## src/source/stream_fifo.sv

```systemverilog
`timescale 1ns/1ps

module stream_fifo #(
    parameter type entry_t = logic [7:0],
    parameter int  DEPTH   = 4
) (
    input  logic   clk,
    input  logic   rst,
    input  logic   push,
    input  entry_t push_entry,
    input  logic   pop,
    output entry_t pop_entry,
    output logic   full,
    output logic   empty
);

    localparam int ADDR_W = (DEPTH > 1) ? $clog2(DEPTH) : 1;
    localparam int CNT_W  = $clog2(DEPTH + 1);

    entry_t            mem [DEPTH];
    logic [ADDR_W-1:0] wr_ptr;
    logic [ADDR_W-1:0] rd_ptr;
    logic [CNT_W-1:0]  count;
    logic              do_push;
    logic              do_pop;

    // Pointer advance with wrap for depths that are not a power of two
    function automatic logic [ADDR_W-1:0] next_ptr(input logic [ADDR_W-1:0] ptr);
        if (ptr == ADDR_W'(DEPTH - 1)) begin
            return '0;
        end
        return ptr + 1'b1;
    endfunction

    assign full      = (count == CNT_W'(DEPTH));
    assign empty     = (count == '0);
    assign do_push   = push && !full;
    assign do_pop    = pop && !empty;
    assign pop_entry = mem[rd_ptr];

    always_ff @(posedge clk) begin
        if (do_push) begin
            mem[wr_ptr] <= push_entry;
        end
    end

    always_ff @(posedge clk) begin
        if (rst) begin
            wr_ptr <= '0;
            rd_ptr <= '0;
            count  <= '0;
        end else begin
            if (do_push) begin
                wr_ptr <= next_ptr(wr_ptr);
            end
            if (do_pop) begin
                rd_ptr <= next_ptr(rd_ptr);
            end
            case ({do_push, do_pop})
                2'b10:   count <= count + 1'b1;
                2'b01:   count <= count - 1'b1;
                default: count <= count;
            endcase
        end
    end

endmodule

```

## config.mk

```make
export PLATFORM = sky130hd
export DESIGN_NAME = stream_fifo
export DESIGN_NICKNAME = d
export VERILOG_FILES = /design/src/source/stream_fifo.sv
export SDC_FILE = /design/constraint.sdc
export NUM_CORES = 1
export LEC_CHECK = 0
export BUFFER_PORTS_ARGS = -buffer_cell sky130_fd_sc_hd__buf_2
export CAP_MARGIN = 20
export CELL_PAD_IN_SITES_DETAIL_PLACEMENT = 1
export CELL_PAD_IN_SITES_GLOBAL_PLACEMENT = 2
export CORE_AREA = 2 2 65 67
export CTS_BUF_LIST = sky130_fd_sc_hd__clkbuf_16
export CTS_CLUSTER_SIZE = 14
export DETAILED_ROUTE_END_ITERATION = 6
export DIE_AREA = 0 0 67 69
export PLACE_DENSITY_LB_ADDON = 0.3
export SYNTH_ARGS = -nofsm -noshare
export SYNTH_HDL_FRONTEND = slang
export SYNTH_SLANG_ARGS = --single-unit
```

## constraint.sdc

```tcl
create_clock -name clk -period 4.4 [get_ports clk]
set_input_delay 0.44 -clock clk [delete_from_list [all_inputs] [get_ports clk]]
set_output_delay 0.44 -clock clk [all_outputs]
set_load 0.01 [all_outputs]
```

==> out/results.ini <==
[clock_network]
clock-sinks=41
clockBufferDepth=2
clkTransAtPathRegs_ns=0.06
cts_buffers=5
cts_tree=yes
ctsHoldBuffers=0
htreeDepth=2
worstSkewPairLatency_ns=0.28
cts_resized=0
cts_setup_buffers=0
root_buffer=clkbuf_16

[floorplan]
std_cell_rows=23
die_w_um=67
initial_utilization_pct=42.10
die-area_sq_um=4623
num_io_pins=22
coreArea_sq_um=3914
die_h_um=69

[timing]
fin_ws_ns=1.841
hold_slack_ns=0.3744
maxSlewViolCount=0
setup_viol=0
worstMarginPinSlew_ns=0.5430
layout_min_cycle_time_ns=2.559
clock.fmax_ghz=0.3908
final.period_utilization_pct=58.15
relSlewSlack_pct=63.49
rsz0062_at_grt=no
hold_viol_final=0
finalSetupTns_ns=0
fin_skew_ns=0.001888

[routing]
first_pass_iters=4
drc_errors=0
wire_per_inst_um=16.37
ant_nets=0
wirelength_um=2799
vias_per_cell=5.076
num_vias=868
drt-initial-drc-count=41

[run_status]
status=complete, no violations

[power]
p_leak_nw=0.7345
finalPower_mw=1.165
power.density_nw_per_um2=595.1
vdd_drop_max_uv=196.1

[layout]
final_cells=171
areaGrowthSynthToFinish_pct=18.83
fin_nets=139
drive_gt1_share_pct=33.88
fin_area_sq_um=1958
diodes=0
utilization_pct=50.03
nFillCells=410

[placement]
dpl.cell_count=163
port_buffers=21
dpl_worst_slack_ns=1.880
dp_hpwl_um=2008
place_congestion=0.7240
place_area_sq_um=1792

[synthesis]
synthTopCellsByArea=edfxtp_1 58%, dfxtp_1 11%, mux4_2 11%, ha_1 4.6%, inv_1 1.8%
yosysWarnings=0
syn-mean-instance-area_sq_um=17.16
netlist.area_leader.share_pct=58.31
syn-instance-count=96
yosysTopAreaCell=edfxtp_1
syn_area_sq_um=1648
ys_types=27
ys_seq_elements=41
ys_seq_area_share_pct=69.25
syn_nets=115

[setup_path]
cp.required_ns=4.61
cp_max_fo=9
endpoint_kind=flop
critPathKind=reg -> reg
start_kind=flop
arrival_ns=2.77

[hold_path]
holdCritPathClass=in -> reg

[global_routing]
antenna_found_initial=0
grt_pass1_wl_um=4581
grt_util_all_layers_pct=13.98
grt_pass1_vias=959
gr-total-overflow=0
grt_start_max_net_pins=14

[run]
drv_cap=0

flip-flops by register name, indices dropped and copies added (netlist names), named ones only:
signal,count
count,3
mem,32
rd_ptr,2
wr_ptr,2
cell type report:
cell class              instances  area, sq um  area share (%)
multi-input cells              43        452.9           23.13
flip-flops and latches         41         1141           58.27
inverters                       8        30.03           1.534
clock inverters                 3        41.29           2.109
well taps                      50        62.56           3.195
clock buffers                   5        125.1           6.390
repair buffers                 21        105.1           5.367
per-layer routing:
metal	GRT usage (%)	vias to the layer above	share of wire (%)
li1	-	409	-
met1	15.15	433	38
met3	4.405	7	3.8
met5	0	-	0
met4	6.803	0	1.8
met2	23.98	19	56
cell usage in the layout (no fill, tap or decap), types with 2 or more instances in the layout:
cell,netlist,layout
xor2_1,2,2
nor3_1,2,2
nor2_1,4,4
edfxtp_1,32,32
mux4_2,8,8
inv_1,8,8
ha_1,6,6
and3_1,2,2
clkbuf_16,0,5
nand3_1,2,2
a21oi_1,4,4
buf_2,1,21
and3_2,2,2
dfxtp_1,9,9
logic make-up (layout without fill, tap and decap cells):
group | Yosys count | after routing | synth area share [%]
DFF | 41 | 41 | 69.25
and+or+nand+nor | 17 | 17 | 5.922
buffers and inverters | 12 | 37 | 3.264
muxes | 9 | 9 | 11.54
AOI/OAI and AO/OA | 8 | 8 | 3.189
adders and majority gates | 7 | 7 | 5.771
xor gates and xnor gates | 2 | 2 | 1.063
cell usage after synthesis:
master / count
and2_4: 1
dfxtp_1: 9
a21o_1: 1
edfxtp_1: 32
and3_2: 2
or3_1: 1
buf_2: 1
o31ai_2: 1
buf_1: 1
o31ai_1: 1
buf_6: 1
nand3_1: 2
ha_1: 6
a21oi_1: 4
mux2i_1: 1
nor2_1: 4
nor3_1: 2
fa_1: 1
clkbuf_1: 1
inv_1: 8
or3_2: 1
mux4_2: 8
o21ai_0: 1
xor2_1: 2
nand2_1: 1
or3b_1: 1
and3_1: 2
critical path: stages, from the launching register on:
cell and delay, ns:
dfxtp_1 0.38, or3b_1 0.50, and2_4 0.22, inv_1 0.06, ha_1 0.18, inv_1 0.06, fa_1 0.37, xor2_1 0.16
or3_2 0.41, a21oi_1 0.14
final timing paths:
path / to / from / depth (start not counted) / slack, ns
max: count[2]$_SDFFE_PP0P_ / count[2]$_SDFFE_PP0P_ / 9 / 1.84
min: mem[3][5]$_DFFE_PP_ / push_entry[5] / 1 / 0.37
max reg2reg: count[2]$_SDFFE_PP0P_ / count[2]$_SDFFE_PP0P_ / 9 / 1.84
min reg2reg: rd_ptr[0]$_SDFFE_PP0P_ / rd_ptr[0]$_SDFFE_PP0P_ / 2 / 0.51
power breakdown:
| part | leakage [nW] | switching [mW] | internal, mW |
|---|---|---|---|
| Combinational | 0.290 | 0.124 | 0.124 |
| Sequential | 0.367 | 0.0443 | 0.471 |
| Clock | 0.0775 | 0.136 | 0.265 |
| Total | 0.734 | 0.304 | 0.861 |
Power figures use the tool's default switching activity.
