[config.mk]
export PLATFORM = sky130hd
export DESIGN_NAME = payload_exchanger
export DESIGN_NICKNAME = d
export VERILOG_FILES = /design/src/source/msg_pkg.sv /design/src/source/payload_exchanger.sv
export SDC_FILE = /design/constraint.sdc
export NUM_CORES = 1
export LEC_CHECK = 0
export ABC_AREA = 1
export BUFFER_PORTS_ARGS = -buffer_cell sky130_fd_sc_hd__buf_2
export CAP_MARGIN = 20
export CORE_ASPECT_RATIO = 1.25
export CORE_UTILIZATION = 45
export DETAILED_ROUTE_END_ITERATION = 7
export PLACE_DENSITY = 0.66
export SYNTH_ARGS = -nofsm -noshare
export SYNTH_HDL_FRONTEND = slang
export SYNTH_SLANG_ARGS = --single-unit
export TNS_END_PERCENT = 1
[constraint.sdc]
create_clock -name clk -period 6.8 [get_ports clk]
set_clock_uncertainty 0.2 [all_clocks]
set_input_delay 0.34 -clock clk [delete_from_list [all_inputs] [get_ports clk]]
set_output_delay 0.34 -clock clk [all_outputs]
set_load 0.02 [all_outputs]
[src/source/msg_pkg.sv]
package msg_pkg;

    typedef logic [7:0] byte_t;

    // One payload byte with its stream flags
    typedef struct packed {
        byte_t data;
        logic  last;
        logic  user;
    } payload_beat_t;

    typedef logic [31:0] msg_id_t;

    // ASCII "tirw"
    localparam msg_id_t DEFAULT_MSG_ID = 32'h74697277;

    localparam int DEFAULT_BUFFER_BITS = 64;

endpackage

[src/source/payload_exchanger.sv]
`timescale 1ns/1ps

module payload_exchanger #(
    parameter int               BUFFER_BITS    = msg_pkg::DEFAULT_BUFFER_BITS,
    parameter msg_pkg::msg_id_t MSG_ID         = msg_pkg::DEFAULT_MSG_ID,
    parameter int               TIMEOUT_CYCLES = 4800000
) (
    input  logic                   clk,
    input  logic                   rst,

    input  logic                   beat_empty,
    input  msg_pkg::payload_beat_t beat_entry,
    output logic                   beat_pop,

    output logic                   tx_payload_valid,
    input  logic                   tx_payload_ready,
    output msg_pkg::byte_t         tx_payload_data,
    output logic                   tx_payload_last,
    output logic                   tx_payload_user,

    input  logic [BUFFER_BITS-1:0] tx_data,
    output logic [BUFFER_BITS-1:0] rx_data,
    output logic                   sync,
    output logic                   pkg_timeout
);

    import msg_pkg::*;

    localparam int BUF_BYTES = BUFFER_BITS / 8;
    localparam int CNT_W     = $clog2(BUF_BYTES + 1);
    localparam int WD_W      = (TIMEOUT_CYCLES > 0) ? $clog2(TIMEOUT_CYCLES + 1) : 1;

    logic [CNT_W-1:0]       byte_cnt;
    logic [BUFFER_BITS-1:0] tx_shift;
    logic [BUFFER_BITS-1:0] rx_shift;
    logic [BUFFER_BITS-1:0] rx_next;
    logic [BUFFER_BITS-1:0] captured;
    logic [WD_W-1:0]        wd_cnt;
    byte_t                  rx_byte;
    logic                   xfer;
    logic                   first_byte;
    logic                   in_window;
    logic                   long_enough;
    logic                   msg_ok;

    assign tx_payload_valid = !beat_empty;
    assign xfer             = tx_payload_valid && tx_payload_ready;
    assign beat_pop         = xfer;

    assign first_byte  = (byte_cnt == '0);
    assign in_window   = (byte_cnt < CNT_W'(BUF_BYTES));
    assign long_enough = (byte_cnt >= CNT_W'(BUF_BYTES - 1));

    // Byte 0 comes straight from tx_data, the rest from the shifted copy
    assign tx_payload_data = first_byte ? tx_data[BUFFER_BITS-1 -: 8]
                                        : tx_shift[BUFFER_BITS-1 -: 8];
    assign tx_payload_last = beat_entry.last;
    assign tx_payload_user = beat_entry.user;

    assign rx_byte  = beat_entry.data;
    assign rx_next  = {rx_shift[BUFFER_BITS-9:0], rx_byte};
    assign captured = in_window ? rx_next : rx_shift;

    assign msg_ok = xfer && beat_entry.last && !beat_entry.user && long_enough
                    && (captured[BUFFER_BITS-1 -: 32] == MSG_ID);

    assign pkg_timeout = (wd_cnt == WD_W'(TIMEOUT_CYCLES));

    // Zero fill so bytes past the buffer go out as zero
    always_ff @(posedge clk) begin
        if (xfer) begin
            if (first_byte) begin
                tx_shift <= {tx_data[BUFFER_BITS-9:0], 8'd0};
            end else begin
                tx_shift <= {tx_shift[BUFFER_BITS-9:0], 8'd0};
            end
            if (in_window) begin
                rx_shift <= rx_next;
            end
        end
    end

    // Saturates once the buffer is full
    always_ff @(posedge clk) begin
        if (rst) begin
            byte_cnt <= '0;
        end else if (xfer) begin
            if (beat_entry.last) begin
                byte_cnt <= '0;
            end else if (in_window) begin
                byte_cnt <= byte_cnt + 1'b1;
            end
        end
    end

    always_ff @(posedge clk) begin
        if (rst) begin
            rx_data <= '0;
            sync    <= 1'b0;
            wd_cnt  <= '0;
        end else begin
            sync <= msg_ok;
            if (msg_ok) begin
                rx_data <= captured;
                wd_cnt  <= '0;
            end else if (!pkg_timeout) begin
                wd_cnt <= wd_cnt + 1'b1;
            end
        end
    end

endmodule

==> flow_summary.toml <==
[power_and_ir_drop]
p_leak_nw = 4.94
p_per_area_mw_per_mm2 = 241
ir_worst_vdd_v = 0.000184

[global_routing]
globalRouteOverflowTotal = 0
first_global_vias = 6854
grt_pass1_wl_um = 33200
grt_max_degree = 67
grt_usage = 0.198
antenna_found_initial = 1

[status]
status = "finished clean"

[synthesis]
ys_ff_latch = 212
synth-edff-count = 120
synth-compound-area-share = 0.0454
synth_top_family_by_area = "simple AND/OR/NAND/NOR gates"
synth-async-reset-ratio = 0
yosys_most_used_dff = "edfxtp_1"
synth_nets = 1044
seq_area_frac_synth = 0.585
synth_top_area_frac = 0.387
post_synth.cell_area_avg_sq_um = 9.68
synthCells = 962
synth_simple_gate_area_frac = 0.191
netlist_area_sq_mm = 0.00931
ys_top_cells_by_area = "edfxtp_1 39%, dfxtp_1 20%, nand2_1 8.7%"
synth_fa_ha_area_frac = 0.00538
synthMuxAreaShare = 0.0677
synth_area_leader_cell = "edfxtp_1"
synth_xor_area_frac = 0.0169
yosys_warnings = 0
synth.distinct_cells = 29

[floorplanning]
die_h_um = 163
core_area_sq_mm = 0.0202
rows = 58
dieArea_sq_mm = 0.0213
start_util = 0.461
ios = 156
chipWidth_um = 131

[cells_and_area]
drive_gt1_frac = 0.239
area_growth_pct = 23.7
mostFrequentLayoutCells = "217 x nand2_1, 155 x buf_2, 138 x inv_1"
final_common_cell = "nand2_1"
postLayoutCoreUtil = 0.571
nNetsFinal = 1242

[clocking]
h-tree-depth = 1
cts_root_buf = "clkbuf_16"
cts_buffers = 22
cts_tree = "done"
cts.sinks = 212
clk_latency_ns = 0.50
cts_buffer_depth = 3
clkSlewWorstSetupHoldPaths_ns = 0.06

[worst_hold_path]
hold_path_class = "input pin to flop"
min_delay_path_depth = 3
hold_end = "rx_shift[3]"
worstHoldStart = "beat_entry[5]"

[setup_path]
arrival_ns = 3.42
r2r_cells = 10
worstSetupPathType = "flop to primary output"
rr_endpoint = "wd_cnt[17]"
crit_fanout = 65
regToRegSetupSlack_ns = 2.96
worst_setup_path_start_kind = "flop"
endpoint_kind = "primary output"
timing.rr.start = "byte_cnt[3]"
required_ns = 6.26

[sta]
slew-limit-headroom = 0.470
finalCritPeriodShare = 0.582
min_period_ns = 3.96
rsz0062_at_grt = "false"
hold-worst-slack_ns = 0.0212
hold_viol = 0
drv_slew = 0
worst_pin_slew_ns = 0.795
setup_violations = 0
max_freq_ghz = 0.253
setup_tns_ns = 0

[flow_run]
cap_violations = 0

[drt]
drt_iter0_drc = 441
drc_errors = 0
routed_wl_um = 20600
ant_nets = 0
wl_per_cell_um = 14.2
drt_pre_antenna_iters = 6
via_count = 6944
via_per_inst = 4.80

[place]
io_buffers = 155
dp_hpwl_um = 13000
routabilityCongestion = 0.859
==> cell type report <==
cell class,instances,area [sq um]
inverter,140,531
antenna,1,2.50
timing repair buffer,221,1420
multi-input combinational,563,3040
tap,270,338
clock inverter,11,48.8
fill,1792,8660
clock buffer,29,682
sequential,212,5450
==> metal layers <==
metal	global-route usage	wire, um	vias up	share of wire
met5	0	0	-	0
met4	0.0543	422	0	0.021
met3	0.0335	908	34	0.044
met2	0.367	10900	117	0.53
met1	0.231	8370	3248	0.41
li1	-	-	3545	-
==> kinds of logic (layout without fill, tap and decap cells) <==
family          Yosys count  after routing
other cells               0              1
fa+ha+maj                 4              4
buf+inv                 187            401
xor+xnor                 18             18
simple gates            415            415
flops                   212            212
compound gates           70             70
mux                      56             56
==> state kept, by name (all words and copies together), names as in the netlist <==
name,count
byte_cnt,4
rx_data,64
rx_shift,64
sync,1
tx_shift,56
wd_cnt,23
==> worst max-delay path by stage <==
| stage | startpoint | to | slack (ns) | depth (start not counted) |
|---|---|---|---|---|
| finish | byte_cnt[3] | tx_payload_data[1] | 2.84 | 6 |
| global route | byte_cnt[3] | wd_cnt[17] | 2.49 | 10 |
| CTS | byte_cnt[3] | tx_payload_data[3] | 2.84 | 6 |
| detailed placement | byte_cnt[3] | wd_cnt[20] | 2.95 | 10 |
| global placement | byte_cnt[3] | wd_cnt[19] | 3.05 | 10 |
| floorplan | beat_empty | byte_cnt[2] | 2.56 | 7 |
==> critical path: stages, from the launching register on <==
cell     delay [ns]
dfxtp_2        0.75
buf_4          0.46
inv_4          0.30
nand3_2        0.15
buf_4          0.61
mux2_2         0.42
buf_2          0.16
==> synth_stat cells, types with 3 or more instances <==
cell type and n:
buf_2 15, nand3_1 50, nor2_1 88, o21ai_0 42, o21ai_1 4, clkbuf_1 14, buf_4 7, a21oi_1 4
nand4_1 41, nor2_2 4, inv_1 139, dfxtp_1 92, nor3_1 9, mux2_2 56, nor4_1 4, buf_6 9
xnor2_1 3, ha_1 4, edfxtp_1 120, xor2_1 15, nand2_1 217, a21oi_2 18
==> per-stage QoR <==
step	worst slack, ns	area (sq um)	power, mW	instances
floorplan	2.56	9310	1.54	962
global placement	3.05	10200	1.58	1346
detailed placement	2.95	10200	1.59	1346
CTS	2.84	11500	2.80	1446
global route	2.49	11500	2.87	1447
finish	2.84	11500	2.78	1447
==> repair_timing <==
item                                   in CTS  in global routing
setup endpoints to repair                   0                  0
setup buffers                               0                  0
gates resized for setup                     0                  0
endpoints found under the hold margin      60                  0
hold buffers                               60                  0
==> where the power goes <==
part	switching, mW	leakage (nW)	total, mW	internal, mW
Sequential	0.0127	1.87	1.41	1.40
Combinational	0.0951	2.70	0.183	0.0875
Clock	0.483	0.371	1.19	0.704
Total	0.591	4.94	2.78	2.19
(Power assumes the default switching activity.)
