--- config.mk ---
export PLATFORM = sky130hd
export DESIGN_NAME = udp_port_filter
export DESIGN_NICKNAME = d
export VERILOG_FILES = /design/src/source/msg_pkg.sv /design/src/source/net_pkg.sv /design/src/source/udp_port_filter.sv
export SDC_FILE = /design/constraint.sdc
export NUM_CORES = 1
export LEC_CHECK = 0
export ABC_AREA = 0
export BUFFER_PORTS_ARGS = -buffer_cell sky130_fd_sc_hd__buf_2
export CORE_AREA = 2 2 73 75
export DETAILED_ROUTE_END_ITERATION = 6
export DIE_AREA = 0 0 75 77
export GPL_TIMING_DRIVEN = 0
export PLACE_DENSITY_LB_ADDON = 0.12
export REMOVE_ABC_BUFFERS = 1
export SLEW_MARGIN = 10
export SYNTH_ARGS = -nofsm -noshare
export SYNTH_HDL_FRONTEND = slang
export SYNTH_SLANG_ARGS = --single-unit
--- constraint.sdc ---
create_clock -name clk -period 1.6 [get_ports clk]
set_input_delay 0.24 -clock clk [delete_from_list [all_inputs] [get_ports clk]]
set_output_delay 0.24 -clock clk [all_outputs]
set_load 0.02 [all_outputs]
--- src/source/msg_pkg.sv ---
package msg_pkg;

    typedef logic [7:0] byte_t;

    // One payload byte with its stream flags
    typedef struct packed {
        byte_t data;
        logic  last;
        logic  user;
    } payload_beat_t;

    typedef logic [31:0] msg_id_t;

    // ASCII "tirw"
    localparam msg_id_t DEFAULT_MSG_ID = 32'h74697277;

    localparam int DEFAULT_BUFFER_BITS = 64;

endpackage

--- src/source/net_pkg.sv ---
package net_pkg;

    typedef logic [31:0] ip_addr_t;
    typedef logic [15:0] udp_port_t;
    typedef logic [15:0] udp_len_t;

    // Reply header as handed to the UDP/IP stack
    // Stack fills in TTL, DSCP, ECN, checksum and the local IP itself
    typedef struct packed {
        ip_addr_t  dst_ip;
        udp_port_t src_port;
        udp_port_t dst_port;
        udp_len_t  length;
    } reply_hdr_t;

    localparam udp_port_t DEFAULT_LOCAL_PORT = 16'd2390;

endpackage
--- src/source/udp_port_filter.sv ---
`timescale 1ns/1ps

module udp_port_filter #(
    parameter net_pkg::udp_port_t LOCAL_PORT = net_pkg::DEFAULT_LOCAL_PORT
) (
    input  logic                   clk,
    input  logic                   rst,

    input  logic                   rx_hdr_valid,
    output logic                   rx_hdr_ready,
    input  net_pkg::ip_addr_t      rx_src_ip,
    input  net_pkg::udp_port_t     rx_src_port,
    input  net_pkg::udp_port_t     rx_dst_port,
    input  net_pkg::udp_len_t      rx_length,

    input  msg_pkg::byte_t         rx_payload_data,
    input  logic                   rx_payload_valid,
    output logic                   rx_payload_ready,
    input  logic                   rx_payload_last,
    input  logic                   rx_payload_user,

    input  logic                   hdr_full,
    output logic                   hdr_push,
    output net_pkg::reply_hdr_t    hdr_entry,

    input  logic                   beat_full,
    output logic                   beat_push,
    output msg_pkg::payload_beat_t beat_entry
);

    import net_pkg::*;
    import msg_pkg::*;

    typedef enum logic {
        awaiting_hdr,
        in_payload
    } frame_state_t;

    frame_state_t state;
    logic         match_reg;
    logic         port_match;
    logic         hdr_xfer;
    logic         payload_xfer;

    assign port_match = (rx_dst_port == LOCAL_PORT);

    // Matching headers need room for the reply, others are dropped at once
    assign rx_hdr_ready = (state == awaiting_hdr) && (!port_match || !hdr_full);
    assign hdr_xfer     = rx_hdr_valid && rx_hdr_ready;
    assign hdr_push     = hdr_xfer && port_match;

    // Reply goes back where it came from
    assign hdr_entry = reply_hdr_t'{
        dst_ip:   rx_src_ip,
        src_port: rx_dst_port,
        dst_port: rx_src_port,
        length:   rx_length
    };

    // Non-matching frames are drained every cycle
    assign rx_payload_ready = (state == in_payload) && (!match_reg || !beat_full);
    assign payload_xfer     = rx_payload_valid && rx_payload_ready;
    assign beat_push        = payload_xfer && match_reg;

    assign beat_entry = payload_beat_t'{
        data: rx_payload_data,
        last: rx_payload_last,
        user: rx_payload_user
    };

    always_ff @(posedge clk) begin
        if (rst) begin
            state     <= awaiting_hdr;
            match_reg <= 1'b0;
        end else begin
            case (state)
                awaiting_hdr: begin
                    if (hdr_xfer) begin
                        state     <= in_payload;
                        match_reg <= port_match;
                    end
                end
                in_payload: begin
                    if (payload_xfer && rx_payload_last) begin
                        state <= awaiting_hdr;
                    end
                end
                default: state <= awaiting_hdr;
            endcase
        end
    end

endmodule

==> impl_metrics.prom, run 1 <==
# TYPE chip_impl_metric gauge
chip_impl_info{name="cell_at_the_root_of_the_clock_tree",value="clkbuf_8"} 1
chip_impl_info{name="worstSetupPathType",value="in2out"} 1
chip_impl_metric{name="total_of_endpoints_with_negative_setup_slack_in_the_final_report",unit=""} 0
chip_impl_metric{name="vdd.ir_drop.worst",unit="uV"} 437
chip_impl_metric{name="drt_pass1_iterations",unit=""} 4
chip_impl_metric{name="synth.mux.area_fraction",unit=""} 0
chip_impl_info{name="grt_setup_unrepaired",value="no"} 1
chip_impl_metric{name="nets",unit=""} 165
chip_impl_info{name="cp-end-kind",value="output pin"} 1
chip_impl_metric{name="track_usage",unit=""} 0.242
chip_impl_metric{name="drt.antenna.violating_nets",unit=""} 0
chip_impl_metric{name="fin_worst_skew",unit="ps"} 4.42
chip_impl_metric{name="achievable-frequency",unit="MHz"} 685
chip_impl_info{name="synthDominantAreaCellType",value="buf_4"} 1
chip_impl_metric{name="netlist.area_leader.share",unit=""} 0.770
chip_impl_info{name="post_synth_most_frequent_cells",value="buf_4 (90), a21oi_1 (2), dfxtp_1 (2)"} 1
chip_impl_info{name="worst_path_most_repeated_cell",value="buf_2"} 1
chip_impl_metric{name="pre_cts_ws",unit="ps"} 16.7
chip_impl_metric{name="compound_gate_portion_of_the_synthesized_area",unit=""} 0.0542
chip_impl_metric{name="cts.path.max_buffers",unit=""} 2
chip_impl_metric{name="design.core.area",unit="um2"} 4980
chip_impl_info{name="path_delay_family",value="simple AND/OR/NAND/NOR gates"} 1
chip_impl_metric{name="max_slew_margin",unit=""} 0.840
chip_impl_metric{name="drc",unit=""} 0
chip_impl_metric{name="io-pin-count",unit=""} 190
chip_impl_metric{name="gp_routability_congestion",unit=""} 0.924
chip_impl_metric{name="area_growth",unit="%"} -35.9
chip_impl_metric{name="power.density",unit="nW/um2"} 712
chip_impl_metric{name="chipWidth",unit="um"} 75
chip_impl_metric{name="first_iter_violations",unit=""} 23
chip_impl_metric{name="largest_net_degree_at_the_start_of_global_routing",unit=""} 5
chip_impl_metric{name="first_global_vias",unit=""} 521
chip_impl_info{name="synth_flop_cell",value="dfxtp_1"} 1
chip_impl_metric{name="worstMarginPinSlew",unit="ps"} 239
chip_impl_metric{name="synth.cell_area",unit="um2"} 877
chip_impl_metric{name="layout_worst_path_cycle_share",unit=""} 0.912
chip_impl_metric{name="final.setup.tns",unit="ps"} 0
chip_impl_metric{name="routed_via_density",unit=""} 4.12
chip_impl_metric{name="crit_buf_inv",unit=""} 2
chip_impl_metric{name="postCtsHoldBufs",unit=""} 0
chip_impl_metric{name="initial_core_util",unit=""} 0.176
chip_impl_metric{name="die_area",unit="um2"} 5780
chip_impl_metric{name="antenna_cells_inserted",unit=""} 0
chip_impl_metric{name="required",unit="ps"} 1360
chip_impl_metric{name="grt_pass1_wl",unit="mm"} 8.18
chip_impl_metric{name="placedInstanceArea",unit="um2"} 504
chip_impl_metric{name="drive_gt1_frac",unit=""} 0.761
chip_impl_info{name="worstPathCellList",value="buf_2, nor4b_4, nand4_1, nor3_1, buf_2"} 1
chip_impl_metric{name="fin_hold_ws",unit="ps"} 245
chip_impl_metric{name="number_of_flops_mapped_to_enable_cells_by_yosys",unit=""} 0
chip_impl_metric{name="total_leakage_power",unit="uW"} 0.000269
chip_impl_metric{name="final.fill_count",unit=""} 576
chip_impl_metric{name="floorplan.die.height",unit="um"} 77
chip_impl_metric{name="min_period",unit="ps"} 1460
chip_impl_metric{name="hold_viol",unit=""} 0
chip_impl_metric{name="post_synth.cell_area_avg",unit="um2"} 7.97
chip_impl_metric{name="yosys.cell_types.count",unit=""} 19
chip_impl_metric{name="port_buffers",unit=""} 43
chip_impl_metric{name="routedWlPerCell",unit="um"} 54.6
chip_impl_metric{name="synth_cells",unit=""} 110
chip_impl_metric{name="cap_violations",unit=""} 0
chip_impl_info{name="critical_path.reg2reg.startpoint",value="state"} 1
chip_impl_metric{name="stdcell_area",unit="um2"} 562
chip_impl_metric{name="cts.clk_slew.worst_paths",unit="ps"} 30
chip_impl_metric{name="worst-path-max-fanout",unit=""} 2
chip_impl_metric{name="synth-seq-cells",unit=""} 2
chip_impl_metric{name="synth-seq-area-share",unit=""} 0.0456
chip_impl_metric{name="arrival",unit="ps"} 1220
chip_impl_metric{name="synth_xor_area_frac",unit=""} 0
chip_impl_info{name="synthTopCellsByArea",value="buf_4 (77%), dfxtp_1 (4.6%), nor4b_4 (2.7%)"} 1
chip_impl_info{name="critical_path.startpoint_type",value="primary input"} 1
chip_impl_info{name="leading_cell_type_by_number_of_instances_after_synthesis",value="buf_4"} 1
chip_impl_info{name="critical-path-slowest-cell",value="nor4b_4"} 1
chip_impl_metric{name="cts_buffers",unit=""} 3
chip_impl_info{name="outcome",value="completed"} 1
chip_impl_metric{name="place.detailed.hpwl",unit="mm"} 7.20
chip_impl_info{name="min_from",value="rst"} 1
chip_impl_metric{name="async_reset_ff_frac",unit=""} 0
chip_impl_metric{name="cpPeakStageDelay",unit="ps"} 300
chip_impl_metric{name="clk_lat_worst_skew",unit="ps"} 210
chip_impl_metric{name="cts-htree-levels",unit=""} 1
chip_impl_info{name="tritoncts_clock_tree",value="done"} 1
chip_impl_metric{name="number_of_synthesis_warnings",unit=""} 0
chip_impl_metric{name="final_critical_path_setup_slack",unit="ps"} 141
chip_impl_metric{name="yosys.area_share.adder",unit=""} 0
chip_impl_metric{name="slew_viol_final",unit=""} 0
chip_impl_metric{name="post_synthesis_simple_gate_area_fraction",unit=""} 0.126
chip_impl_metric{name="routed_wirelength",unit="mm"} 7.48
chip_impl_metric{name="post-route-util",unit=""} 0.113
chip_impl_metric{name="rows",unit=""} 26
chip_impl_metric{name="antenna_violations_before_repair",unit=""} 0
chip_impl_info{name="main_combinational_cell_family_by_area_after_synthesis",value="buffers and inverters"} 1
chip_impl_metric{name="routed-via-count",unit=""} 564
chip_impl_info{name="hp-class",value="in2reg"} 1
chip_impl_metric{name="total_gr_overflow",unit=""} 0
chip_impl_info{name="timing_startpoint_of_the_critical_path",value="rx_dst_port[13]"} 1
chip_impl_metric{name="sink_count",unit=""} 2
## cell usage in the layout (no fill, tap or decap), types with 2 or more instances in the layout
master / instances
a21oi_1: 2
buf_2: 43
clkbuf_8: 3
dfxtp_1: 2
nor4b_4: 2
## worst paths after layout
kind | slack, ps | cells after the start | endpoint
worst max-delay path | 140 | 5 | hdr_push
worst min-delay path | 240 | 2 | match_reg
worst max register to register | 560 | 2 | state
worst min register to register | 560 | 2 | match_reg
## power breakdown
part	switching, uW	internal (uW)	leakage (uW)
Sequential	5.42	55.9	0.0000165
Clock	38.8	159	0.0000216
Combinational	83.2	57.5	0.000231
## layout make-up
type | instances | area (um2) | area share
multi-input combinational | 17 | 166 | 0.296
timing repair buffer | 44 | 223 | 0.396
tap | 70 | 87.6 | 0.156
clock buffer | 3 | 41.3 | 0.0735
sequential | 2 | 40.0 | 0.0713
inverter | 1 | 3.75 | 0.00668
## kinds of logic (layout without fill, tap and decap cells)
logic type      count (synthesis)  after routing
compound gates                  6              6
flops                           2              2
buf+inv                        91             48
simple gates                   11             11
## stage by stage
| step | power (uW) | instances |
|---|---|---|
| floorplan | 96.7 | 20 |
| global placement | 200 | 133 |
| detailed placement | 199 | 133 |
| CTS | 399 | 136 |
| global route | 419 | 137 |
| finish | 400 | 137 |
## layer usage
metal	vias to the layer above	wire, um	GRT usage	share of wire
met5	-	36	0.131	0.0048
met1	202	505	0.0423	0.068
li1	183	-	-	-
met4	2	91	0.0321	0.012
met2	167	4140	0.477	0.55
met3	10	2700	0.396	0.36
## what timing repair did
item / CTS / global route
endpoints found under the hold margin: 0 / 0
buffers inserted: 0 / 1
endpoints found under the setup margin: 0 / 1
resized for setup: 0 / 1
Note: power is estimated with default switching activity, not from simulation.
==> run 2: changes to the inputs <==
==> constraint.sdc (replaced) <==
create_clock -name clk -period 1.75 [get_ports clk]
set_input_delay 0.2625 -clock clk [delete_from_list [all_inputs] [get_ports clk]]
set_output_delay 0.2625 -clock clk [all_outputs]
set_load 0.02 [all_outputs]
==> run 2 against run 1 <==
  * Sequential power decreased by 8.8%
  * Final cell count fell by 0.73%
  * Largest cell class unchanged
  * Critical endpoint unchanged
  * Worst hold slack gained 27 ps
  * Global-route usage unchanged
  * Utilization fell by 0.33 points
==> impl_metrics.prom, run 2 (synthesis gave the netlist of run 1 again) <==
# TYPE chip_impl_metric gauge
chip_impl_info{name="outcome",value="completed"} 1
chip_impl_metric{name="cts.clk_slew.worst_paths",unit="ps"} 30
chip_impl_metric{name="routed_wirelength",unit="mm"} 7.47
chip_impl_metric{name="crit_buf_inv",unit=""} 2
chip_impl_metric{name="cts.repair.resized",unit=""} 0
chip_impl_metric{name="gp_routability_congestion",unit=""} 0.924
chip_impl_metric{name="achievable-frequency",unit="MHz"} 626
chip_impl_metric{name="grt_pass1_wl",unit="mm"} 8.18
chip_impl_metric{name="nets",unit=""} 164
chip_impl_metric{name="cap_violations",unit=""} 0
chip_impl_info{name="layout.cells.most_common_list",value="buf_2 (43), clkbuf_8 (3), a21oi_1 (2), dfxtp_1 (2)"} 1
chip_impl_info{name="tritoncts_clock_tree",value="done"} 1
chip_impl_metric{name="first_iter_violations",unit=""} 17
chip_impl_metric{name="io-pin-count",unit=""} 190
chip_impl_metric{name="vdd.ir_drop.worst",unit="uV"} 399
chip_impl_metric{name="clk_lat_worst_skew",unit="ps"} 210
chip_impl_metric{name="routedWlPerCell",unit="um"} 54.9
chip_impl_metric{name="required",unit="ps"} 1490
chip_impl_info{name="gr-max-usage-layer",value="met2"} 1
chip_impl_info{name="critical-path-slowest-cell",value="nor4b_2"} 1
chip_impl_metric{name="slew_viol_final",unit=""} 0
chip_impl_info{name="cell_at_the_root_of_the_clock_tree",value="clkbuf_8"} 1
chip_impl_metric{name="area_growth",unit="%"} -37.8
chip_impl_info{name="path_delay_family",value="simple AND/OR/NAND/NOR gates"} 1
chip_impl_metric{name="fin_worst_skew",unit="ps"} 4.45
chip_impl_info{name="cp-end-kind",value="output pin"} 1
chip_impl_metric{name="intPower",unit="uW"} 248
chip_impl_metric{name="switching_share",unit=""} 0.317
chip_impl_metric{name="largest_net_degree_at_the_start_of_global_routing",unit=""} 5
chip_impl_metric{name="die_area",unit="um2"} 5780
chip_impl_metric{name="final.fill_count",unit=""} 577
chip_impl_metric{name="min_period",unit="ps"} 1600
chip_impl_metric{name="grt_use_met3",unit=""} 0.396
chip_impl_info{name="mostFrequentLayoutCell",value="buf_2"} 1
chip_impl_info{name="critical_path.startpoint_type",value="primary input"} 1
chip_impl_info{name="grt_setup_unrepaired",value="no"} 1
chip_impl_metric{name="layout_worst_path_cycle_share",unit=""} 0.913
chip_impl_metric{name="drt.antenna.violating_nets",unit=""} 0
chip_impl_info{name="worst_path_most_repeated_cell",value="buf_2"} 1
chip_impl_metric{name="final.setup.tns",unit="ps"} 0
chip_impl_metric{name="first_global_vias",unit=""} 521
chip_impl_metric{name="antenna_cells_inserted",unit=""} 0
chip_impl_metric{name="drc",unit=""} 0
chip_impl_metric{name="groute.layer.met2.usage",unit=""} 0.477
chip_impl_metric{name="routed-via-count",unit=""} 564
chip_impl_metric{name="drt_pass1_iterations",unit=""} 4
chip_impl_metric{name="place.detailed.hpwl",unit="mm"} 7.20
chip_impl_metric{name="power.density",unit="nW/um2"} 666
chip_impl_info{name="hp-class",value="in2reg"} 1
chip_impl_metric{name="cts_buffers",unit=""} 3
chip_impl_metric{name="total_of_endpoints_with_negative_setup_slack_in_the_final_report",unit=""} 0
chip_impl_metric{name="placedInstanceArea",unit="um2"} 504
chip_impl_metric{name="fin_total_pwr",unit="uW"} 364
chip_impl_metric{name="pwr-share-clk",unit=""} 0.498
chip_impl_metric{name="chipWidth",unit="um"} 75
chip_impl_metric{name="postCtsHoldBufs",unit=""} 0
chip_impl_metric{name="hold_viol",unit=""} 0
chip_impl_info{name="worstSetupPathType",value="in2out"} 1
chip_impl_metric{name="total_gr_overflow",unit=""} 0
chip_impl_metric{name="floorplan.die.height",unit="um"} 77
chip_impl_metric{name="max_slew_margin",unit=""} 0.799
chip_impl_metric{name="post_cts_buffers",unit=""} 0
chip_impl_metric{name="worst-path-max-fanout",unit=""} 2
chip_impl_metric{name="routed_via_density",unit=""} 4.15
chip_impl_metric{name="power_frac_comb",unit=""} 0.348
chip_impl_metric{name="arrival",unit="ps"} 1330
chip_impl_metric{name="track_usage",unit=""} 0.242
chip_impl_info{name="worstPathCellList",value="buf_2, nor4b_2, nand4_1, nor3_1, buf_2"} 1
chip_impl_metric{name="rows",unit=""} 26
chip_impl_metric{name="antenna_violations_before_repair",unit=""} 0
chip_impl_metric{name="grtUsageMet1",unit=""} 0.0423
chip_impl_metric{name="power.switching",unit="uW"} 115
chip_impl_metric{name="total_leakage_power",unit="uW"} 0.000260
chip_impl_metric{name="cts-htree-levels",unit=""} 1
chip_impl_metric{name="design.core.area",unit="um2"} 4980
chip_impl_metric{name="stdcell_area",unit="um2"} 546
chip_impl_metric{name="sink_count",unit=""} 2
chip_impl_metric{name="drive_gt1_frac",unit=""} 0.758
chip_impl_metric{name="fin_hold_ws",unit="ps"} 271
chip_impl_metric{name="worstMarginPinSlew",unit="ps"} 300
chip_impl_metric{name="port_buffers",unit=""} 43
chip_impl_metric{name="cts.path.max_buffers",unit=""} 2
chip_impl_metric{name="initial_core_util",unit=""} 0.176
chip_impl_metric{name="p_seq_frac",unit=""} 0.154
chip_impl_metric{name="cpPeakStageDelay",unit="ps"} 340
run 2: changes by cell type in the layout (fill, tap and decap cells not counted), sizes merged:
cell,delta
buf,-1
run 2: cell type report:
| cell class | count | area (um2) | share of cell area |
|---|---|---|---|
| Timing Repair Buffer | 43 | 215 | 0.394 |
| Tap cell | 70 | 87.6 | 0.161 |
| Sequential cell | 2 | 40.0 | 0.0734 |
| Inverter | 1 | 3.75 | 0.00688 |
| Multi-Input combinational cell | 17 | 158 | 0.289 |
| Clock buffer | 3 | 41.3 | 0.0757 |
run 2: metrics by stage:
step | utilization | instances | worst slack [ps]
after floorplan | - | 20 | 309
after global placement | 0.101 | 133 | 143
after detailed placement | 0.101 | 133 | 122
after CTS | 0.110 | 136 | 121
after global routing | 0.110 | 136 | 24.7
final | 0.110 | 136 | 153
run 2: routing by layer:
layer / part of all wire / vias up
met1: 0.068 / 208
met2: 0.55 / 159
li1: - / 183
met5: 0.0048 / -
met3: 0.36 / 12
met4: 0.012 / 2
run 2: final timing paths:
check                                     start         to  slack (ps)  depth (start not counted)
worst max-delay path            rx_dst_port[13]   hdr_push         150                          5
worst min-delay path                        rst  match_reg         270                          2
worst max register to register            state  match_reg         700                          3
worst min register to register            state  match_reg         570                          2
run 2: power groups by stage:
| stage | Sequential (uW) | Clock, uW | Combinational (uW) |
|---|---|---|---|
| after CTS | 55.7 | 182 | 127 |
| after floorplan | 54.5 | 0 | 33.9 |
| final | 55.9 | 181 | 127 |
| after global placement | 56.5 | 0 | 127 |
| after global routing | 57.1 | 188 | 135 |
| after detailed placement | 55.7 | 0 | 126 |
==> run 3: changes to the inputs <==
--- a/config.mk
+++ b/config.mk
@@ -5,11 +5,11 @@
 export SDC_FILE = /design/constraint.sdc
 export NUM_CORES = 1
 export LEC_CHECK = 0
-export ABC_AREA = 0
+export ABC_AREA = 1
 export BUFFER_PORTS_ARGS = -buffer_cell sky130_fd_sc_hd__buf_2
-export CORE_AREA = 2 2 73 75
+export CORE_AREA = 2 2 74 76
 export DETAILED_ROUTE_END_ITERATION = 6
-export DIE_AREA = 0 0 75 77
+export DIE_AREA = 0 0 76 78
 export GPL_TIMING_DRIVEN = 0
 export PLACE_DENSITY_LB_ADDON = 0.12
 export REMOVE_ABC_BUFFERS = 1
==> run 3 against run 2 <==
  * Sequential cell count is the same
  * Die area increased by 2.6%
  * Largest power group unchanged
  * Highest routed layer is now met4
  * Global-route usage up 1.7 points
  * Register-to-register slack improved by 80 ps
  * Critical path type unchanged
  * Sequential power down 12%
==> impl_metrics.prom, run 3 <==
# TYPE chip_impl_metric gauge
chip_impl_info{name="outcome",value="completed"} 1
chip_impl_metric{name="synth.cell_area",unit="um2"} 975
chip_impl_metric{name="post_synth.cell_area_avg",unit="um2"} 6.68
chip_impl_metric{name="cap_violations",unit=""} 0
chip_impl_metric{name="grt_pass1_wl",unit="mm"} 9.49
chip_impl_metric{name="vdd.ir_drop.worst",unit="uV"} 156
chip_impl_metric{name="area_growth",unit="%"} -34.0
chip_impl_metric{name="nets",unit=""} 200
chip_impl_metric{name="track_usage",unit=""} 0.260
chip_impl_metric{name="cpPeakStageDelay",unit="ps"} 330
chip_impl_metric{name="synth-seq-cells",unit=""} 2
chip_impl_metric{name="initial_core_util",unit=""} 0.193
chip_impl_metric{name="power.density",unit="nW/um2"} 547
chip_impl_metric{name="first_global_vias",unit=""} 602
chip_impl_metric{name="drc",unit=""} 0
chip_impl_metric{name="achievable-frequency",unit="MHz"} 619
chip_impl_metric{name="total_gr_overflow",unit=""} 0
chip_impl_metric{name="min_period",unit="ps"} 1620
chip_impl_metric{name="grt_use_met3",unit=""} 0.372
chip_impl_metric{name="yosys.cell_types.count",unit=""} 16
chip_impl_metric{name="grtUsageMet1",unit=""} 0.0730
chip_impl_metric{name="design.core.area",unit="um2"} 5040
chip_impl_metric{name="final.fill_count",unit=""} 618
chip_impl_info{name="gr-max-usage-layer",value="met2"} 1
chip_impl_metric{name="antenna_violations_before_repair",unit=""} 0
chip_impl_metric{name="cts.repair.resized",unit=""} 0
chip_impl_metric{name="post-route-util",unit=""} 0.128
chip_impl_info{name="synthDominantAreaCellType",value="buf_4"} 1
chip_impl_metric{name="io-pin-count",unit=""} 190
chip_impl_metric{name="required",unit="ps"} 1490
chip_impl_info{name="critical_path.startpoint_type",value="primary input"} 1
chip_impl_metric{name="drive_gt1_frac",unit=""} 0.529
chip_impl_metric{name="rows",unit=""} 26
chip_impl_metric{name="number_of_flops_mapped_to_enable_cells_by_yosys",unit=""} 0
chip_impl_metric{name="routed_via_density",unit=""} 3.93
chip_impl_info{name="cp-end-kind",value="output pin"} 1
chip_impl_metric{name="cts.clk_slew.worst_paths",unit="ps"} 30
chip_impl_info{name="synthTopCellsByArea",value="buf_4 (69%), inv_1 (5.8%), nand2_1 (5.4%)"} 1
chip_impl_metric{name="worst-path-max-fanout",unit=""} 3
chip_impl_metric{name="clk_lat_worst_skew",unit="ps"} 210
chip_impl_info{name="worstSetupPathType",value="in2out"} 1
chip_impl_metric{name="synth_cells",unit=""} 146
chip_impl_metric{name="hold_viol",unit=""} 0
chip_impl_metric{name="worstMarginPinSlew",unit="ps"} 301
chip_impl_metric{name="number_of_synthesis_warnings",unit=""} 0
chip_impl_metric{name="antenna_cells_inserted",unit=""} 0
chip_impl_info{name="tritoncts_clock_tree",value="done"} 1
chip_impl_metric{name="place.detailed.hpwl",unit="mm"} 7.74
chip_impl_metric{name="post_cts_buffers",unit=""} 0
chip_impl_metric{name="die_area",unit="um2"} 5930
chip_impl_metric{name="final.setup.tns",unit="ps"} 0
chip_impl_metric{name="max_slew_margin",unit=""} 0.798
chip_impl_info{name="worst_path_most_repeated_cell",value="buf_2"} 1
chip_impl_metric{name="floorplan.die.height",unit="um"} 78
chip_impl_metric{name="port_buffers",unit=""} 43
chip_impl_metric{name="async_reset_ff_frac",unit=""} 0
chip_impl_metric{name="largest_net_degree_at_the_start_of_global_routing",unit=""} 5
chip_impl_metric{name="cts_buffers",unit=""} 3
chip_impl_metric{name="routed_wirelength",unit="mm"} 7.95
chip_impl_metric{name="total_leakage_power",unit="uW"} 0.000363
chip_impl_metric{name="total_of_endpoints_with_negative_setup_slack_in_the_final_report",unit=""} 0
chip_impl_info{name="synth_flop_cell",value="dfxtp_1"} 1
chip_impl_info{name="leading_cell_type_by_number_of_instances_after_synthesis",value="buf_4"} 1
chip_impl_metric{name="gp_routability_congestion",unit=""} 0.967
chip_impl_metric{name="arrival",unit="ps"} 1350
chip_impl_info{name="cell_at_the_root_of_the_clock_tree",value="clkbuf_8"} 1
chip_impl_info{name="worstPathCellList",value="buf_2, nor4_1, nand4_1, or2_1, inv_1, buf_2"} 1
chip_impl_metric{name="first_iter_violations",unit=""} 18
chip_impl_info{name="critical-path-slowest-cell",value="nor4_1"} 1
chip_impl_metric{name="netlist.area_leader.share",unit=""} 0.693
chip_impl_metric{name="cts.path.max_buffers",unit=""} 2
chip_impl_metric{name="drt_pass1_iterations",unit=""} 4
chip_impl_info{name="layout.cells.most_common_list",value="buf_2 (43), inv_1 (15), nand2_1 (14)"} 1
chip_impl_metric{name="groute.layer.met2.usage",unit=""} 0.540
chip_impl_info{name="grt_setup_unrepaired",value="no"} 1
chip_impl_metric{name="slew_viol_final",unit=""} 0
chip_impl_info{name="hp-class",value="in2reg"} 1
chip_impl_metric{name="routed-via-count",unit=""} 676
chip_impl_info{name="mostFrequentLayoutCell",value="buf_2"} 1
chip_impl_metric{name="drt.antenna.violating_nets",unit=""} 0
chip_impl_metric{name="fin_worst_skew",unit="ps"} 1.44
chip_impl_metric{name="routedWlPerCell",unit="um"} 46.2
chip_impl_info{name="post_synth_most_frequent_cells",value="buf_4 (90), inv_1 (15), nand2_1 (14), nor2_1 (5), nor2_2 (4)"} 1
chip_impl_metric{name="postCtsHoldBufs",unit=""} 0
chip_impl_metric{name="chipWidth",unit="um"} 76
chip_impl_metric{name="sink_count",unit=""} 2
chip_impl_metric{name="layout_worst_path_cycle_share",unit=""} 0.923
chip_impl_metric{name="synth-seq-area-share",unit=""} 0.0411
chip_impl_metric{name="cts-htree-levels",unit=""} 1
run 3: cell count changes after synthesis, moves of 2 or more:
cell | before | now
inv_1 | 1 | 15
nand2_1 | 1 | 14
nor2_1 | 0 | 5
nor3b_1 | 0 | 2
nand3_1 | 0 | 2
nand3_2 | 0 | 2
nor2_2 | 0 | 4
nand4_1 | 1 | 3
run 3: worst paths after layout:
kind / from / endpoint / slack (ps) / cells past startpoint
worst max-delay path: rx_dst_port[13] / hdr_push / 130 / 6
worst min-delay path: rst / match_reg / 230 / 2
worst max register to register: state / state / 780 / 5
worst min register to register: state / state / 460 / 2
run 3: routing by layer:
layer / vias to the layer above / part of all wire
li1: 267 / -
met1: 244 / 0.11
met2: 159 / 0.58
met3: 6 / 0.30
met4: 0 / 0.019
met5: - / 0
run 3: area by class of cell:
type                    count  area [um2]  area share
clock buffers               3        41.3      0.0642
multi-input cells          39         203       0.315
repair buffers             43         215       0.335
inverters                  15        56.3      0.0875
well taps                  70        87.6       0.136
flip-flops and latches      2        40.0      0.0623
run 3: critical path: cells and delay by family:
family	cells	cell delay [ps]
buf+inv	3	320
simple gates	3	770
run 3: power by group:
| part | switching, uW | internal [uW] | leakage (uW) |
|---|---|---|---|
| clock network | 32.7 | 145 | 0.0000216 |
| registers | 0.903 | 48.1 | 0.0000164 |
| logic | 79.9 | 45.3 | 0.000325 |
| total | 114 | 238 | 0.000363 |
run 3: kinds of logic after synthesis:
kind of cell | share of synthesized area
buffers and inverters | 0.751
DFF | 0.0411
AOI/OAI and AO/OA | 0.0193
and+or+nand+nor | 0.189
run 3: through the flow:
step                instances  setup WS (ps)  power [uW]  area (um2)  hold slack (ps)
CTS                       172            124         358         643              229
finish                    172            135         352         643              233
floorplan                  56            399        80.3         299              325
detailed placement        169            131         175         602              446
global route              172           8.81         376         643              238
global placement          169            118         175         602              445
